$ cat src/include/pet_defs.svh
`ifndef PET_DEFS_SVH
`define PET_DEFS_SVH

// CPU bus widths
`define PET_ADDR_W   16
`define PET_DATA_W   8

// Memory address widths
`define PET_RAM_AW   15    // Main RAM, 32 KB max
`define PET_VRAM_AW  11    // Video RAM, 2 KB
`define PET_EXT_AW   16    // 8096 extension RAM, 64 KB
`define PET_CHAR_AW  12    // Character RAM, two 2 KB sets

// Fixed addresses
`define PET_CR_ADDR  16'hFFF0    // Bank control register
`define PET_IO_PAGE  8'hE8       // I/O page kept visible by peek-through

//////////////////////////////
// Subclock slots within one 32 clock bus cycle
`define PET_CNT_W            5
`define PET_SLOT_FETCH       5'd3     // Video takes the VRAM bus
`define PET_SLOT_COLOUR_FREE 5'd4     // Video owns the bus here
`define PET_SLOT_LOAD        5'd5     // Bus back to CPU, load shifter
`define PET_SLOT_LOAD_END    5'd6     // End of load pulse
`define PET_HALF             5'd16    // Second character in 80 columns

`endif

$ cat src/pet_pkg.sv
package pet_pkg;

    // Main RAM size option
    typedef enum logic [1:0] {
        SIZE_8K  = 2'd0,
        SIZE_16K = 2'd1,
        SIZE_32K = 2'd2
    } mem_size_e;

    // Who drives the video RAM address
    typedef enum logic {
        OWNER_VIDEO = 1'b0,
        OWNER_CPU   = 1'b1
    } bus_owner_e;

    // Source for the CPU read data mux
    typedef enum logic [1:0] {
        SRC_RAM  = 2'd0,
        SRC_VRAM = 2'd1,
        SRC_EXT  = 2'd2,
        SRC_OPEN = 2'd3    // Unmapped, returns high address byte
    } read_src_e;

    // Control register at FFF0, 8096 layout
    typedef struct packed {
        logic enable;      // Bit 7, extension RAM on at 8000-FFFF
        logic io_peek;     // Bit 6, E8xx-EFxx stays I/O
        logic scr_peek;    // Bit 5, 8xxx stays screen
        logic spare;       // Bit 4, no function
        logic block3;      // Bit 3, block 3 at C000-FFFF, else block 2
        logic block1;      // Bit 2, block 1 at 8000-BFFF, else block 0
        logic wp_cf;       // Bit 1, write protect C000-FFFF
        logic wp_8b;       // Bit 0, write protect 8000-BFFF
    } bank_ctrl_t;

endpackage

$ cat src/pet_if.sv
`timescale 1ns/100ps
`include "pet_defs.svh"

//////////////////////////////
// Video strobes from the bus timing block
interface video_strobe_if;
    import pet_pkg::*;

    logic       ce_pixel;    // Pixel shift enable
    logic       load_sr;     // Load shifter with new glyph
    bus_owner_e owner;       // Current VRAM owner
    logic       half_sel;    // Counter bit 4, second char in 80 columns

    modport source (output ce_pixel, output load_sr, output owner, output half_sel);
    modport fetch  (input owner, input half_sel);
    modport shift  (input ce_pixel, input load_sr);
endinterface


$ cat src/pet_pixel_shifter.sv
`timescale 1ns/100ps
`include "pet_defs.svh"

module pet_pixel_shifter (
    input  logic                   clk,
    input  logic                   reset,
    input  logic                   crtc_de_i,
    input  logic [4:0]             crtc_ra_i,
    input  logic [13:0]            crtc_ma_i,
    input  logic [`PET_DATA_W-1:0] glyph_i,
    input  logic                   rev_i,
    video_strobe_if.shift          vs,
    output logic                   pix_o
);

    logic [`PET_DATA_W-1:0] sr;        // Pixel shift register
    logic                   rev_q;     // Reverse video for current char
    logic                   no_row;    // Gap rows between text lines
    logic                   invert;    // Whole screen invert

    assign no_row = crtc_ra_i[3] || crtc_ra_i[4];    // RA 8 or more
    assign invert = !crtc_ma_i[12];

    //////////////////////////////
    // Load or shift on the pixel strobe
    always_ff @(posedge clk) begin
        if (reset) begin
            sr    <= '0;
            rev_q <= 1'b0;
        end else if (vs.ce_pixel) begin
            if (vs.load_sr) begin
                // Blank outside display and in gap rows
                {rev_q, sr} <= (crtc_de_i && !no_row) ? {rev_i, glyph_i}
                                                      : '0;
            end else begin
                sr <= {sr[`PET_DATA_W-2:0], 1'b0};    // MSB first
            end
        end
    end

    // Pixel with reverse and invert applied
    assign pix_o = sr[`PET_DATA_W-1] ^ rev_q ^ invert;

endmodule

$ cat src/flat_wrapper.sv
// flat-port wrapper written by rule: the top's interface ports become plain ports
module pet_pixel_shifter_flat 
  (clk, reset, crtc_de_i, crtc_ra_i, crtc_ma_i, glyph_i, rev_i, pix_o, vs_ce_pixel, vs_load_sr);
  video_strobe_if vs_i ();
  input  logic clk;
  input  logic reset;
  input  logic crtc_de_i;
  input  logic [4:0] crtc_ra_i;
  input  logic [13:0] crtc_ma_i;
  input  logic [`PET_DATA_W-1:0] glyph_i;
  input  logic rev_i;
  output logic pix_o;
  input wire logic [$bits(vs_i.ce_pixel)-1:0] vs_ce_pixel;
  input wire logic [$bits(vs_i.load_sr)-1:0] vs_load_sr;
  assign vs_i.ce_pixel = vs_ce_pixel;
  assign vs_i.load_sr = vs_load_sr;
  pet_pixel_shifter u_core (.clk(clk), .reset(reset), .crtc_de_i(crtc_de_i), .crtc_ra_i(crtc_ra_i), .crtc_ma_i(crtc_ma_i), .glyph_i(glyph_i), .rev_i(rev_i), .vs(vs_i), .pix_o(pix_o));
endmodule
$ cat config.mk
export PLATFORM = sky130hd
export DESIGN_NAME = pet_pixel_shifter_flat
export DESIGN_NICKNAME = d
export VERILOG_FILES = /design/src/pet_pkg.sv /design/src/pet_if.sv /design/src/pet_pixel_shifter.sv /design/src/flat_wrapper.sv
export VERILOG_INCLUDE_DIRS = /design/src /design/src/include
export SDC_FILE = /design/constraint.sdc
export NUM_CORES = 1
export LEC_CHECK = 0
export BUFFER_PORTS_ARGS = -buffer_cell sky130_fd_sc_hd__buf_2
export CAP_MARGIN = 20
export CORE_AREA = 3 3 40 42
export DETAILED_ROUTE_END_ITERATION = 8
export DIE_AREA = 0 0 43 45
export GPL_TIMING_DRIVEN = 0
export PLACE_DENSITY = 0.73
export SYNTH_ARGS = -nofsm -noshare
export SYNTH_HDL_FRONTEND = slang
export SYNTH_SLANG_ARGS = --single-unit
$ cat constraint.sdc
create_clock -name clk -period 1.8 [get_ports clk]
set_input_delay 0.18 -clock clk [delete_from_list [all_inputs] [get_ports clk]]
set_output_delay 0.18 -clock clk [all_outputs]
set_load 0.02 [all_outputs]
==> metrics.md <==
| Metric | Value |
|---|---|
| Combinational family with the most area after synthesis | compound AO/OA/AOI/OAI gates |
| Endpoints failing hold | 0 |
| Vias per inst | slightly below 5 |
| Site row count | 13 |
| Setup repair after global routing missed its margin | no |
| Max Clock Freq | 0.802 GHz |
| Internal cell power | 0.306 mW |
| Total area of multi-input combinational cells | roughly 190 um^2 |
| Synthesized netlist cell count | 34 |
| Critical Path Max Stage Delay | approximately 0.34 ns |
| CTS Buf Count | 3 |
| Clock Path Buffers | 2 |
| XOR/XNOR share of the synthesized area | ~4.5% |
| Power Dens Cells | between 700 and 800 nW/um^2 |
| Die outline width | between 40 and 50 um |
| Arrival time at the worst endpoint | around 1.1 ns |
| Combinational fraction of design power | 9.4% |
| Switching portion of total power | about a fifth |
| Dpl cells | 66 |
| Diodes inserted | 0 |
| Total global routing track utilization | about a tenth |
| Transition time at the pin with the least slew margin | about 0.48 ns |
| Top library cells by usage in the layout, fill and taps aside | 17 x buf_2, 9 x dfxtp_1, 8 x a22o_1 |
| Proportion of power drawn by the clock network | approximately two fifths |
| RePlAce Congestion | between 0.7 and 0.8 |
| Starting Density | a little under a third |
| Maximum number of pins on one net before global-route repair | 10 |
| Multiplexer share of the synthesized area | 0% |
| Worst min-delay path class | primary input to flop |
| Non-filler instance count after layout | 70 |
| Clock network latency to the later pin of the worst-skew pair | between 0.2 and 0.3 ns |
| Summed instance area of the synthesized netlist | 389 um^2 |
| Hold_ws | around 0.12 ns |
| Maximum net fanout on the critical path | 2 |
| # hold bufs at CTS | 0 |
| Yosys warns | 0 |
| Routed length per instance | between 10 and 15 um |
| Total vias in the final route | between 300 and 400 |
| Final period utilization | between 60 and 70% |
| Die area | just under 2000 um^2 |
| Sequential Area | 180 um^2 |
| Startpoint class of the critical path | flop |
| Core Util, Final | between 40 and 50% |
| Clock tree from TritonCTS | done |
| Number of iterations in the first detailed-routing pass | 4 |
| Type of element capturing the critical path | primary output |
| Flip-flop and latch count after synthesis | 9 |
| Static leakage power | 0.295 nW |
| Final worst path period need | 1.25 ns |
| Fill cells | roughly 140 |
| Final worst-path setup slack | 0.553 ns |
| Synthesized-area fraction occupied by adder cells | 0% |
| Worst Skew | approximately 0.0034 ns |
| Core region area | 1280 um^2 |
| Most frequent standard cell in the layout excluding fill and tap cells | buf_2 |
| Critical path class | flop to primary output |
| Initial antenna violation count | 0 |
| Synth unique cells | 13 |
| First-pass GRT wire length | 1.29 mm |
| Setup Slack @ Placement | between 0.6 and 0.7 ns |
| Fraction of power consumed by sequential logic | 51.9% |
| Final non-filler cell area | between 500 and 600 um^2 |
| Compound-cell area share of the yosys netlist | between 30% and 40% |
| Master cell of the clock root buffer | clkbuf_4 |
| Clock edge transition at the registers on the reported setup and hold paths | approximately 0.06 ns |
| Fin. max-slew vios | 0 |
| Setup TNS Final | 0 ns |
| Maximum ir drop on the vdd rail | 0.000416 V |
| Relative max-transition margin | 67.9% |
| Result of the run | complete, no violations |
| CP cell instances | xor2_1 > xnor2_1 > buf_2 |
| Number of nets with antenna violations after detailed routing | 0 |
| Number of clock sinks | 9 |
| Number of global-route vias before repair | ~320 |
| Final nets | 89 |
| Synthesized net count | 67 |
| H-Tree Depth | 1 |
| Drt initial violations | 8 |
| GRT Residual Overflow | 0 |
| Share of cells above drive strength 1 | between 40% and 50% |
| Count of buffers inserted at the top-level ports | 17 |
| Area added between synthesis and finish | 33.4% |
| Die Y-Extent | roughly 45 um |
| DRC violations left | 0 |
| CP Data Required Time | approximately 1.6 ns |
| Mean cell area of the mapped netlist | 11.4 um^2 |
| Sequential area share after synthesis | 46.3% |
| Simple-gate area share of the yosys netlist | a little under an eighth |
| HPWL reported at the end of detailed placement | between 500 and 600 um |
| Post-detailed-placement cell area | between 400 and 500 um^2 |
| Post-CTS Setup Inserts | 0 |
| Wire length reported by the detailed router | 761 um |
| Overall power | 0.390 mW |
| Switching pwr | between 0.08 and 0.09 mW |
| Setup violators final | 0 |
| Count of boundary I/O pins | 34 |
| Count of max-cap constraint violations | 0 |
| Gates resized, CTS repair | 0 |
| Cell with the largest stage delay on the worst path | dfxtp_1 |
final timing paths:
check / startpoint / endpoint / slack (ns) / cells past startpoint
worst max-delay path: u_core.sr[7] / pix_o / 0.55 / 3
worst min-delay path: glyph_i[1] / u_core.sr[1] / 0.12 / 2
worst max register to register: u_core.sr[7] / u_core.sr[7] / 1.03 / 2
worst min register to register: u_core.sr[0] / u_core.sr[0] / 0.48 / 1
synthesized netlist by cell type:
library cell / count / area [um^2]
a21o_1: 7 / 52.6
a22o_1: 8 / 70.1
a32o_1: 1 / 10.0
and3_4: 1 / 11.3
and4bb_1: 1 / 12.5
buf_6: 1 / 11.3
dfxtp_1: 9 / 180
inv_1: 1 / 3.75
nand2_1: 1 / 3.75
nor2_1: 1 / 3.75
nor3b_2: 1 / 12.5
xnor2_1: 1 / 8.76
xor2_1: 1 / 8.76
power by group through the flow:
stage / clock, mW / combinational, mW / sequential, mW
after floorplan: 0 / 0.0147 / 0.207
after global placement: 0 / 0.0368 / 0.207
after detailed placement: 0 / 0.0375 / 0.207
after CTS: 0.160 / 0.0376 / 0.202
after global routing: 0.178 / 0.0411 / 0.202
final: 0.151 / 0.0367 / 0.202
registers in the layout, indices dropped and copies added (netlist names):
register,flops
u_core.sr,8
u_core.rev_q,1
kinds of logic after synthesis:
| family | Yosys count |
|---|---|
| xor+xnor | 2 |
| buf+inv | 2 |
| simple gates | 5 |
| compound gates | 16 |
| flops | 9 |
routing by layer:
metal	part of all wire, %	GRT usage [%]
met1	48	11.5
met2	38	11.7
met3	13	7.97
met4	0	3.61
met5	0	0
layout make-up:
class / count / share of cell area [%]
Clock buffer: 4 / 5.06
Inverter: 1 / 0.723
Buffer: 1 / 2.17
Multi-Input combinational cell: 23 / 37.3
Sequential cell: 9 / 34.7
Tap cell: 15 / 3.61
Timing Repair Buffer: 17 / 16.4
worst max-delay path: cells and delay by family, from the launching register on:
family | cells | cell delay (ns)
xor gates and xnor gates | 2 | 0.30
DFF | 1 | 0.34
buffers and inverters | 1 | 0.17
No activity file was read; power rests on OpenSTA's default activity.
