==> src/include/pet_defs.svh <==
`ifndef PET_DEFS_SVH
`define PET_DEFS_SVH

// CPU bus widths
`define PET_ADDR_W   16
`define PET_DATA_W   8

// Memory address widths
`define PET_RAM_AW   15    // Main RAM, 32 KB max
`define PET_VRAM_AW  11    // Video RAM, 2 KB
`define PET_EXT_AW   16    // 8096 extension RAM, 64 KB
`define PET_CHAR_AW  12    // Character RAM, two 2 KB sets

// Fixed addresses
`define PET_CR_ADDR  16'hFFF0    // Bank control register
`define PET_IO_PAGE  8'hE8       // I/O page kept visible by peek-through

//////////////////////////////
// Subclock slots within one 32 clock bus cycle
`define PET_CNT_W            5
`define PET_SLOT_FETCH       5'd3     // Video takes the VRAM bus
`define PET_SLOT_COLOUR_FREE 5'd4     // Video owns the bus here
`define PET_SLOT_LOAD        5'd5     // Bus back to CPU, load shifter
`define PET_SLOT_LOAD_END    5'd6     // End of load pulse
`define PET_HALF             5'd16    // Second character in 80 columns

`endif

==> src/pet_pkg.sv <==
package pet_pkg;

    // Main RAM size option
    typedef enum logic [1:0] {
        SIZE_8K  = 2'd0,
        SIZE_16K = 2'd1,
        SIZE_32K = 2'd2
    } mem_size_e;

    // Who drives the video RAM address
    typedef enum logic {
        OWNER_VIDEO = 1'b0,
        OWNER_CPU   = 1'b1
    } bus_owner_e;

    // Source for the CPU read data mux
    typedef enum logic [1:0] {
        SRC_RAM  = 2'd0,
        SRC_VRAM = 2'd1,
        SRC_EXT  = 2'd2,
        SRC_OPEN = 2'd3    // Unmapped, returns high address byte
    } read_src_e;

    // Control register at FFF0, 8096 layout
    typedef struct packed {
        logic enable;      // Bit 7, extension RAM on at 8000-FFFF
        logic io_peek;     // Bit 6, E8xx-EFxx stays I/O
        logic scr_peek;    // Bit 5, 8xxx stays screen
        logic spare;       // Bit 4, no function
        logic block3;      // Bit 3, block 3 at C000-FFFF, else block 2
        logic block1;      // Bit 2, block 1 at 8000-BFFF, else block 0
        logic wp_cf;       // Bit 1, write protect C000-FFFF
        logic wp_8b;       // Bit 0, write protect 8000-BFFF
    } bank_ctrl_t;

endpackage

==> src/pet_if.sv <==
`timescale 1ns/100ps
`include "pet_defs.svh"

//////////////////////////////
// Video strobes from the bus timing block
interface video_strobe_if;
    import pet_pkg::*;

    logic       ce_pixel;    // Pixel shift enable
    logic       load_sr;     // Load shifter with new glyph
    bus_owner_e owner;       // Current VRAM owner
    logic       half_sel;    // Counter bit 4, second char in 80 columns

    modport source (output ce_pixel, output load_sr, output owner, output half_sel);
    modport fetch  (input owner, input half_sel);
    modport shift  (input ce_pixel, input load_sr);
endinterface


==> src/pet_bus_timing.sv <==
`timescale 1ns/100ps
`include "pet_defs.svh"

module pet_bus_timing (
    input  logic           clk,
    input  logic           reset,
    input  logic           have_80_cols_i,
    output logic           ce_1m_o,
    video_strobe_if.source vs
);
    import pet_pkg::*;

    logic [`PET_CNT_W-1:0] cnt;         // Subclock counter with 32 counts per CPU cycle
    logic [`PET_CNT_W-1:0] slot_cnt;    // Counter folded onto first half

    //////////////////////////////
    // Subclock counter
    always_ff @(posedge clk) begin
        if (reset) begin
            cnt <= '0;
        end else begin
            cnt <= cnt + 1'b1;    // Wraps 31 -> 0
        end
    end

    assign ce_1m_o     = (cnt == '0);    // One CPU tick per bus cycle
    assign vs.half_sel = cnt[4];

    // 80 columns runs the same schedule again in the second half
    assign slot_cnt = (have_80_cols_i && cnt >= `PET_HALF) ? cnt - `PET_HALF : cnt;

    //////////////////////////////
    // Bus owner, load pulse and pixel strobe
    always_ff @(posedge clk) begin
        if (reset) begin
            vs.owner    <= OWNER_CPU;
            vs.load_sr  <= 1'b0;
            vs.ce_pixel <= 1'b0;
        end else begin
            vs.ce_pixel <= have_80_cols_i ? cnt[0]                   // Every 2 clocks
                                          : (cnt[1:0] == 2'b01);     // Every 4 clocks
            if (slot_cnt == `PET_SLOT_FETCH) begin
                vs.owner <= OWNER_VIDEO;     // Video fetches screen code
            end else if (slot_cnt == `PET_SLOT_LOAD) begin
                vs.owner   <= OWNER_CPU;     // Glyph on its way and bus back to CPU
                vs.load_sr <= 1'b1;
            end else if (slot_cnt == `PET_SLOT_LOAD_END) begin
                vs.load_sr <= 1'b0;
            end
        end
    end

    // Shifter only loads on a pixel edge
    a_load_on_pixel: assert property (@(posedge clk) disable iff (reset)
        vs.load_sr |-> vs.ce_pixel)
        else $error("load_sr without ce_pixel");

endmodule

==> src/flat_wrapper.sv <==
// flat-port wrapper written by rule: the top's interface ports become plain ports
module pet_bus_timing_flat import pet_pkg::*;
  (clk, reset, have_80_cols_i, ce_1m_o, vs_ce_pixel, vs_load_sr, vs_owner, vs_half_sel);
  video_strobe_if vs_i ();
  input  logic clk;
  input  logic reset;
  input  logic have_80_cols_i;
  output logic ce_1m_o;
  output wire logic [$bits(vs_i.ce_pixel)-1:0] vs_ce_pixel;
  output wire logic [$bits(vs_i.load_sr)-1:0] vs_load_sr;
  output wire logic [$bits(vs_i.owner)-1:0] vs_owner;
  output wire logic [$bits(vs_i.half_sel)-1:0] vs_half_sel;
  assign vs_ce_pixel = vs_i.ce_pixel;
  assign vs_load_sr = vs_i.load_sr;
  assign vs_owner = vs_i.owner;
  assign vs_half_sel = vs_i.half_sel;
  pet_bus_timing u_core (.clk(clk), .reset(reset), .have_80_cols_i(have_80_cols_i), .ce_1m_o(ce_1m_o), .vs(vs_i));
endmodule
==> config.mk <==
export PLATFORM = sky130hd
export DESIGN_NAME = pet_bus_timing_flat
export DESIGN_NICKNAME = d
export VERILOG_FILES = /design/src/pet_pkg.sv /design/src/pet_if.sv /design/src/pet_bus_timing.sv /design/src/flat_wrapper.sv
export VERILOG_INCLUDE_DIRS = /design/src /design/src/include
export SDC_FILE = /design/constraint.sdc
export NUM_CORES = 1
export LEC_CHECK = 0
export BUFFER_PORTS_ARGS = -buffer_cell sky130_fd_sc_hd__clkbuf_2
export CAP_MARGIN = 25
export CORE_AREA = 3 3 40 42
export CTS_CLUSTER_SIZE = 30
export DETAILED_ROUTE_END_ITERATION = 8
export DIE_AREA = 0 0 43 45
export GPL_TIMING_DRIVEN = 0
export PLACE_DENSITY = 0.53
export SYNTH_ARGS = -nofsm -noshare
export SYNTH_HDL_FRONTEND = slang
export SYNTH_SLANG_ARGS = --single-unit
==> constraint.sdc <==
create_clock -name clk -period 1.4 [get_ports clk]
set_clock_uncertainty 0.2 [all_clocks]
set_input_delay 0.28 -clock clk [delete_from_list [all_inputs] [get_ports clk]]
set_output_delay 0.28 -clock clk [all_outputs]
set_load 0.005 [all_outputs]
==> flow_summary_export.csv, run 1 <==
group,metric,value,unit
outcome,status,"complete, but fails checks",
outcome,violations,"setup timing",
finish,nets,59,
global_route,grt-ovfl-total,0,
placement,place_area,413,sq um
placement,dp_slack,-46.0,ps
sta,whs,91.2,ps
detailed_routing,drc,0,
finish,num-fill-cells,128,
floorplan,placementRows,13,
synthesis,syn_area,359,sq um
sta,hold_viol,0,
sta,finalCritPeriodShare,111,%
global_route,grt_pass1_wl,1210,um
clock_tree,cts_tree,"done",
detailed_routing,drtIter0Drc,0,
detailed_routing,via_per_inst,4.35,
sta,tightest_slew,211,ps
detailed_routing,num_vias,283,
placement,post-dp-hpwl,460,um
synthesis,avgSynthCellArea,9.97,sq um
placement,port_buffers,7,
synthesis,synthCells,36,
floorplan,dieArea,1940,sq um
finish,diodes,0,
placement,routabilityCongestion,0.688,
critical_path,crit_required,920,ps
finish,drive_above_1_share,50.0,%
floorplan,core_area,1280,sq um
pwr,p_leak,0.000218,uW
sta,period_minus_slack,1560,ps
critical_path,arrival,1080,ps
clock_tree,clk_pin_slew,60,ps
hold_path,hold_path.class,"primary input to register",
synthesis,synthFlopType,"dfxtp_1",
critical_path,crit_fanout,2,
floorplan,ios,8,
global_route,grt_max_degree,9,
critical_path,r2r-start,"u_core.cnt[1]",
clock_tree,cts.sinks,8,
clock_tree,clock_latency,250,ps
sta,fmax,0.641,GHz
flow_run,drv_cap,0,
clock_tree,numCtsBuffers,3,
finish,area_delta_synth_final,46.7,%
finish,stdcell_area,527,sq um
critical_path,path_class,"register to output pin",
global_route,antenna_found_initial,0,
synthesis,yosys_warnings,0,
floorplan,initial_core_util,27.9,%
synthesis,ys_ff_latch,8,
critical_path,endpoint_kind,"output pin",
sta,rsz0062_at_grt,"yes",
detailed_routing,post_drt_wl_per_cell,11.5,um
finish,multi_input_area,236,sq um
synthesis,ys_types,15,
finish,utilization,41.0,%
sta,setup_ws,-161,ps
global_route,grtUsageTotal,8.83,%
floorplan,die_h,45,um
detailed_routing,wl,745,um
clock_tree,cts_root_buf,"clkbuf_4",
sta,setup_violations,1,
synthesis,syn_nets,43,
pwr,ir_drop,0.310,mV
critical_path,start_kind,"register",
critical_path,crit_start,"u_core.cnt[1]",
clock_tree,clockBufferDepth,2,
synthesis,seq_area_frac_synth,44.6,%
finish,seqCellArea,166,sq um
pwr,power_density,986,nW/um^2
sta,relSlewSlack,85.9,%
floorplan,die_x,43,um
detailed_routing,drtAntennaViolNets,0,
global_route,grt_pass1_vias,306,
hold_path,min_from,"reset",
synthesis,ys_async_sr_fraction,0,%
sta,slew_viol_final,0,
detailed_routing,drt_pre_antenna_iters,1,
clock_tree,htree_levels,1,
synthesis,synth_edf_count,0,
-- synthesized netlist by cell type (2+ instances only) --
library cell	instances	area share, %
nor2_1	6	6.3
ha_1	4	14
dfxtp_1	8	45
xnor2_1	2	4.9
inv_1	4	4.2
nand3_1	3	4.2
-- per-stage QoR --
stage	total power, uW	instances	setup TNS [ps]
after floorplan	285	36	0
after global placement	307	58	-54.5
after detailed placement	307	58	-46.0
after CTS	515	65	-189
after global routing	555	65	-232
final	520	65	-161
-- cells in the final DEF (no fill, tap or decap), drive strengths merged --
master / Yosys / layout
clkbuf: 0 / 9
dfxtp: 8 / 8
nor2: 6 / 6
buf: 0 / 5
ha: 4 / 4
inv: 4 / 4
nand3: 3 / 3
xnor2: 2 / 2
nor4b: 1 / 1
nor2b: 1 / 1
xor2: 1 / 1
nand2b: 1 / 1
and4: 1 / 1
a211o: 1 / 1
a41oi: 1 / 1
o21ba: 1 / 1
mux2i: 1 / 1
-- flip-flops by register name, summed over array words and instances (netlist names) --
name                flops
u_core.cnt              5
u_core.vs.load_sr       1
u_core.vs.ce_pixel      1
u_core.vs.owner         1
-- critical path, cell delays in order, from the launching register on --
cell	delay (ps)
dfxtp_2	320
inv_2	70
ha_4	130
nor4b_4	160
buf_2	150
-- cells by family (layout without fill, tap and decap cells) --
logic type	after synthesis	after routing	share of synthesized area, %
flip-flops	8	8	44.6
buffers and inverters	4	18	4.18
AND/OR/NAND/NOR	13	13	19.5
multiplexers	1	1	2.79
AO/OA/AOI/OAI	3	3	7.67
XOR/XNOR	3	3	7.32
adder cells (fa/ha/maj)	4	4	13.9
-- final cells by class --
type	count	share of cell area, %
multi-input combinational	24	44.9
sequential	8	31.6
timing repair buffer	11	12.4
clock buffer	3	4.28
tap	15	3.56
inverter	4	3.33
-- power by group --
part | total [uW] | switching (uW) | internal (uW) | leakage [uW]
clock network | 177 | 78.7 | 98.1 | 0.0000138
registers | 251 | 10.4 | 240 | 0.0000667
logic | 92.0 | 39.9 | 52.0 | 0.000138
-- path summary, 6_finish.rpt --
path         cells after the start  slack, ps              end
min reg2reg                      1        270  u_core.vs.owner
max                              4       -160          ce_1m_o
max reg2reg                      5         20  u_core.vs.owner
min                              2         90    u_core.cnt[2]
-- timing repair --
action,4_1_cts,5_1_grt
resized for setup,10,6
pin swaps,1,2
setup buffers,4,1
setup endpoints to repair,2,3
hold buffers,0,0
-- routing by layer --
layer / part of all wire (%) / global-route usage [%]
met5: 0 / 0
met4: 0 / 7.23
met3: 4.3 / 2.39
met2: 54 / 14.4
met1: 42 / 9.64
(Power assumes the default switching activity.)
==> inputs of run 2 (changes only) <==
--- a/config.mk
+++ b/config.mk
@@ -8,10 +8,10 @@
 export LEC_CHECK = 0
 export BUFFER_PORTS_ARGS = -buffer_cell sky130_fd_sc_hd__clkbuf_2
 export CAP_MARGIN = 25
-export CORE_AREA = 3 3 40 42
+export CORE_AREA = 5 5 42 44
 export CTS_CLUSTER_SIZE = 30
 export DETAILED_ROUTE_END_ITERATION = 8
-export DIE_AREA = 0 0 43 45
+export DIE_AREA = 0 0 47 49
 export GPL_TIMING_DRIVEN = 0
 export PLACE_DENSITY = 0.53
 export SYNTH_ARGS = -nofsm -noshare
==> constraint.sdc (replaced) <==
create_clock -name clk -period 1.4 [get_ports clk]
set_clock_uncertainty 0.2 [all_clocks]
set_input_delay 0.14 -clock clk [delete_from_list [all_inputs] [get_ports clk]]
set_output_delay 0.14 -clock clk [all_outputs]
set_load 0.005 [all_outputs]
==> run 2 against run 1 <==
Compared with the run above: the flow still finishes with violations (setup timing); first-iteration DRC count is 6 higher; die area is 19% higher; final area increased by 4.8%; critical path type unchanged.
==> flow_summary_export.csv, run 2 (synthesis results as in run 1) <==
group,metric,value,unit
finish,diodes,0,
global_route,grt_max_degree,9,
sta,finalCritPeriodShare,103,%
critical_path,start_kind,"register",
detailed_routing,post_drt_wl_per_cell,13.3,um
pwr,power_density,970,nW/um^2
global_route,grt_pass1_wl,1430,um
floorplan,placementRows,14,
critical_path,cpLargestDelayFamily,"flip-flops",
detailed_routing,drt_pre_antenna_iters,4,
detailed_routing,drtAntennaViolNets,0,
flow_run,drv_cap,0,
critical_path,crit_chain,"inv_4 -> ha_4 -> nor4b_4 -> buf_2",
outcome,violations,"setup timing",
finish,regMostFlops,"u_core.cnt",
global_route,grtUsageTotal,9.11,%
sta,rsz0062_at_grt,"yes",
outcome,status,"complete, but fails checks",
sta,setup_ws,-39.4,ps
critical_path,path_class,"register to output pin",
pwr,p_leak,0.000228,uW
finish,drive_above_1_share,48.1,%
critical_path,arrival,1100,ps
floorplan,dieArea,2300,sq um
finish,stdcell_area,552,sq um
clock_tree,numCtsBuffers,3,
sta,fmax,0.695,GHz
critical_path,cp_slowest_cell,"dfxtp_4",
clock_tree,clock_latency,260,ps
clock_tree,clk_pin_slew,60,ps
detailed_routing,wl,904,um
placement,place_area,414,sq um
floorplan,die_h,49,um
critical_path,worst-path-buf-inv,2,
pwr,ir_drop,0.472,mV
detailed_routing,drtIter0Drc,6,
finish,largest_reg_flops,5,
critical_path,endpoint_kind,"output pin",
clock_tree,cts_tree,"done",
floorplan,core_area,1400,sq um
sta,setup_violations,1,
clock_tree,clockBufferDepth,2,
floorplan,initial_core_util,25.6,%
global_route,antenna_found_initial,0,
floorplan,ios,8,
floorplan,die_x,47,um
sta,slew_viol_final,0,
global_route,grt_pass1_vias,332,
critical_path,crit_required,1060,ps
finish,nets,61,
detailed_routing,num_vias,327,
finish,num-fill-cells,151,
placement,routabilityCongestion,0.737,
sta,period_minus_slack,1440,ps
placement,placed_cells,59,
clock_tree,cts_root_buf,"clkbuf_4",
clock_tree,cts.sinks,8,
placement,post-dp-hpwl,504,um
finish,layout_common_cells,"nor2_1 (6), clkbuf_2 (6), dfxtp_1 (5)",
clock_tree,htree_levels,1,
sta,hold_viol,0,
global_route,grt-ovfl-total,0,
finish,area_delta_synth_final,53.7,%
critical_path,regToRegSetupSlack,20,ps
critical_path,crit_fanout,2,
detailed_routing,via_per_inst,4.81,
sta,relSlewSlack,85.8,%
critical_path,max_stage_delay,350,ps
sta,tightest_slew,212,ps
hold_path,hold_path.class,"primary input to register",
placement,port_buffers,7,
finish,stdcell_count,68,
detailed_routing,drc,0,
## run 2: cell types whose count changed in the layout (fill, tap and decap cells not counted), sizes merged
cell	delta
dlygate4sd3	+2
## run 2: worst min-delay path: cells and delay by family
family / cells / cell delay, ps
and+or+nand+nor: 2 / 280
AOI/OAI and AO/OA: 1 / 130
buffers and inverters: 1 / 80
## run 2: repair_timing
item                                    in CTS  in global routing
buffers inserted                             4                  0
resized for setup                           13                  4
hold buffers                                 2                  0
endpoints found under the hold margin        6                  0
pin swaps                                    2                  0
endpoints found under the setup margin       2                  2
## run 2: routing by layer
metal	vias to the layer above	share of wire [%]	global-route usage, %
li1	155	-	-
met1	158	37	9.76
met2	10	55	14.5
met3	4	4.3	2.21
met4	0	3.0	6.91
met5	-	0	0
## run 2: path summary, 6_finish.rpt
path / from / endpoint / cells after the start
setup reg to reg: u_core.cnt[1] / u_core.vs.owner / 5
setup / recovery: u_core.cnt[0] / ce_1m_o / 4
hold / removal: have_80_cols_i / u_core.vs.owner / 4
hold reg to reg: u_core.vs.owner / u_core.vs.owner / 1
## run 2: area by class of cell
| cell class | instances | area (sq um) | share of cell area [%] |
|---|---|---|---|
| clock buffers | 3 | 22.5 | 4.08 |
| inverters | 4 | 17.5 | 3.17 |
| multi-input cells | 24 | 236 | 42.9 |
| flip-flops and latches | 8 | 166 | 30.2 |
| well taps | 16 | 20.0 | 3.63 |
| repair buffers | 13 | 88.8 | 16.1 |
## run 2: power by group
group	switching (uW)	leakage, uW	total (uW)	internal (uW)
clock network	85.1	0.0000138	184	98.6
registers	11.8	0.0000667	252	240
logic	41.8	0.000147	99.3	57.5
## run 2: per-stage QoR
| stage | util, % | hold slack [ps] | setup TNS (ps) | setup slack, ps | total power (uW) |
|---|---|---|---|---|---|
| 3_3_place_gp | 29.6 | 227 | 0 | 31.9 | 307 |
| 4_1_cts | 37.7 | 207 | -67.9 | -55.7 | 533 |
| 5_1_grt | 39.4 | 234 | -119 | -94.6 | 568 |
| 6_report | 39.4 | 214 | -39.4 | -39.4 | 535 |
| 3_5_place_dp | 29.6 | 230 | 0 | 0.411 | 308 |
| 2_1_floorplan | - | 6.69 | 0 | 75.7 | 285 |
==> inputs of run 3 (changes only) <==
--- a/config.mk
+++ b/config.mk
@@ -8,10 +8,10 @@
 export LEC_CHECK = 0
 export BUFFER_PORTS_ARGS = -buffer_cell sky130_fd_sc_hd__clkbuf_2
 export CAP_MARGIN = 25
-export CORE_AREA = 5 5 42 44
+export CORE_AREA = 2 2 39 41
 export CTS_CLUSTER_SIZE = 30
 export DETAILED_ROUTE_END_ITERATION = 8
-export DIE_AREA = 0 0 47 49
+export DIE_AREA = 0 0 41 43
 export GPL_TIMING_DRIVEN = 0
 export PLACE_DENSITY = 0.53
 export SYNTH_ARGS = -nofsm -noshare
==> constraint.sdc (replaced) <==
create_clock -name clk -period 1.2 [get_ports clk]
set_clock_uncertainty 0.2 [all_clocks]
set_input_delay 0.12 -clock clk [delete_from_list [all_inputs] [get_ports clk]]
set_output_delay 0.12 -clock clk [all_outputs]
set_load 0.005 [all_outputs]
==> run 3 against run 2 <==
Compared with the run above: the run still ends with setup timing left; power is 15% higher; clock power increased by 14%; final area down 0.45%; global-route usage up 2.1 points; flip-flop and latch count unchanged; wire length decreased by 18%; highest routed layer unchanged; via count is 7.3% lower; utilization grew 0.32 points; setup slack worse by 170 ps; critical path type unchanged; critical path depth is the same.
==> flow_summary_export.csv, run 3 (synthesis results as in run 1) <==
group,metric,value,unit
outcome,status,"complete, but fails checks",
outcome,violations,"setup timing",
finish,largest_reg_flops,5,
critical_path,start_kind,"register",
floorplan,die_x,41,um
detailed_routing,drtAntennaViolNets,0,
critical_path,endpoint,"ce_1m_o",
pwr,p_leak,0.000227,uW
floorplan,ios,8,
critical_path,path_class,"register to output pin",
floorplan,initial_core_util,25.9,%
pwr,finalPower,614,uW
critical_path,regToRegSetupSlack,-160,ps
detailed_routing,drtIter0Drc,7,
clock_tree,cts.sinks,8,
clock_tree,cts_tree,"done",
finish,area_delta_synth_final,53.0,%
finish,nets,61,
global_route,grt_pass1_vias,322,
detailed_routing,drc,0,
finish,layout_common_cells,"nor2_1 (6), clkbuf_2 (6), buf_4 (4), dfxtp_1 (4)",
sta,slew_viol_final,0,
finish,utilization,39.7,%
clock_tree,numCtsBuffers,3,
placement,post-dp-hpwl,473,um
sta,setup_ws,-209,ps
finish,drive_above_1_share,50.0,%
floorplan,core_area,1380,sq um
critical_path,crit_start,"u_core.cnt[0]",
floorplan,dieArea,1760,sq um
sta,period_minus_slack,1410,ps
sta,finalCritPeriodShare,117,%
global_route,grt_pass1_wl,1250,um
global_route,antenna_found_initial,0,
detailed_routing,via_per_inst,4.46,
sta,rsz0062_at_grt,"yes",
global_route,grt_max_degree,9,
clock_tree,clockBufferDepth,2,
placement,dp_slack,-82.9,ps
sta,tightest_slew,166,ps
detailed_routing,drt_pre_antenna_iters,2,
sta,hold_viol,0,
clock_tree,clock_latency,260,ps
placement,routabilityCongestion,0.638,
critical_path,r2r-start,"u_core.cnt[1]",
floorplan,placementRows,14,
placement,port_buffers,7,
global_route,grt-ovfl-total,0,
global_route,grtUsageTotal,11.2,%
critical_path,crit_required,880,ps
critical_path,worst-r2r-cell-count,5,
critical_path,endpoint_kind,"output pin",
sta,fmax,0.710,GHz
sta,setup_violations,4,
critical_path,arrival,1090,ps
clock_tree,htree_levels,1,
hold_path,hold_path.class,"primary input to register",
clock_tree,clk_pin_slew,50,ps
detailed_routing,post_drt_wl_per_cell,10.9,um
finish,diodes,0,
detailed_routing,num_vias,303,
detailed_routing,wl,744,um
pwr,ir_drop,0.349,mV
flow_run,drv_cap,0,
finish,num-fill-cells,142,
clock_tree,cts_root_buf,"clkbuf_4",
critical_path,rr_endpoint,"u_core.vs.owner",
floorplan,die_h,43,um
finish,regMostFlops,"u_core.cnt",
sta,whs,162,ps
sta,relSlewSlack,88.8,%
pwr,power_density,1120,nW/um^2
critical_path,crit_fanout,2,
==> run 3: cell count changes in the layout (fill, tap and decap cells not counted) <==
cell and change:
buf_4 +1, buf_6 -1, dfxtp_2 +1, dfxtp_1 -1
==> run 3: layout make-up <==
type | instances | area [sq um] | area share, %
clock buffer | 3 | 22.5 | 4.10
tap | 16 | 20.0 | 3.64
multi-input combinational | 24 | 236 | 43.1
inverter | 4 | 17.5 | 3.19
sequential | 8 | 168 | 30.5
timing repair buffer | 13 | 85.1 | 15.5
==> run 3: where the power goes <==
group	switching (uW)	internal [uW]
Clock	94.9	115
Sequential	13.0	280
Combinational	45.7	65.0
Total	154	460
==> run 3: how the worst min path moves through the flow <==
stage | start | endpoint | slack [ps] | cells past startpoint
after floorplan | reset | u_core.cnt[0] | -20 | 1
after global placement | have_80_cols_i | u_core.vs.ce_pixel | 210 | 3
after detailed placement | have_80_cols_i | u_core.vs.ce_pixel | 210 | 3
after CTS | have_80_cols_i | u_core.vs.owner | 150 | 4
after global routing | have_80_cols_i | u_core.vs.owner | 200 | 4
final | have_80_cols_i | u_core.vs.owner | 160 | 4
==> run 3: layer usage <==
metal  part of all wire (%)  GRT usage, %  vias to the layer above
li1                       -             -                      155
met4                    4.7          10.0                        0
met5                      0             0                        -
met3                    4.3          3.14                        5
met1                     44          10.3                      133
met2                     47          18.4                       10
==> run 3: through the flow <==
| step | setup TNS [ps] | cell area (sq um) | cells |
|---|---|---|---|
| final | -582 | 549 | 68 |
| after global routing | -813 | 549 | 68 |
| after global placement | -226 | 432 | 59 |
| after detailed placement | -234 | 432 | 59 |
| after floorplan | -26.0 | 377 | 36 |
| after CTS | -599 | 538 | 68 |
==> run 3: what timing repair did <==
action | 4_1_cts | 5_1_grt
hold buffers | 2 | 0
gates resized for setup | 7 | 4
buffers inserted | 4 | 0
pin swaps | 1 | 1
endpoints found under the setup margin | 4 | 6
gates cloned | 0 | 0
hold endpoints to repair | 7 | 0
==> run 3: critical path: stages (launching register included) <==
cell and delay [ps]:
dfxtp_4 350, inv_4 60, ha_4 120, nor4b_4 160, buf_2 140
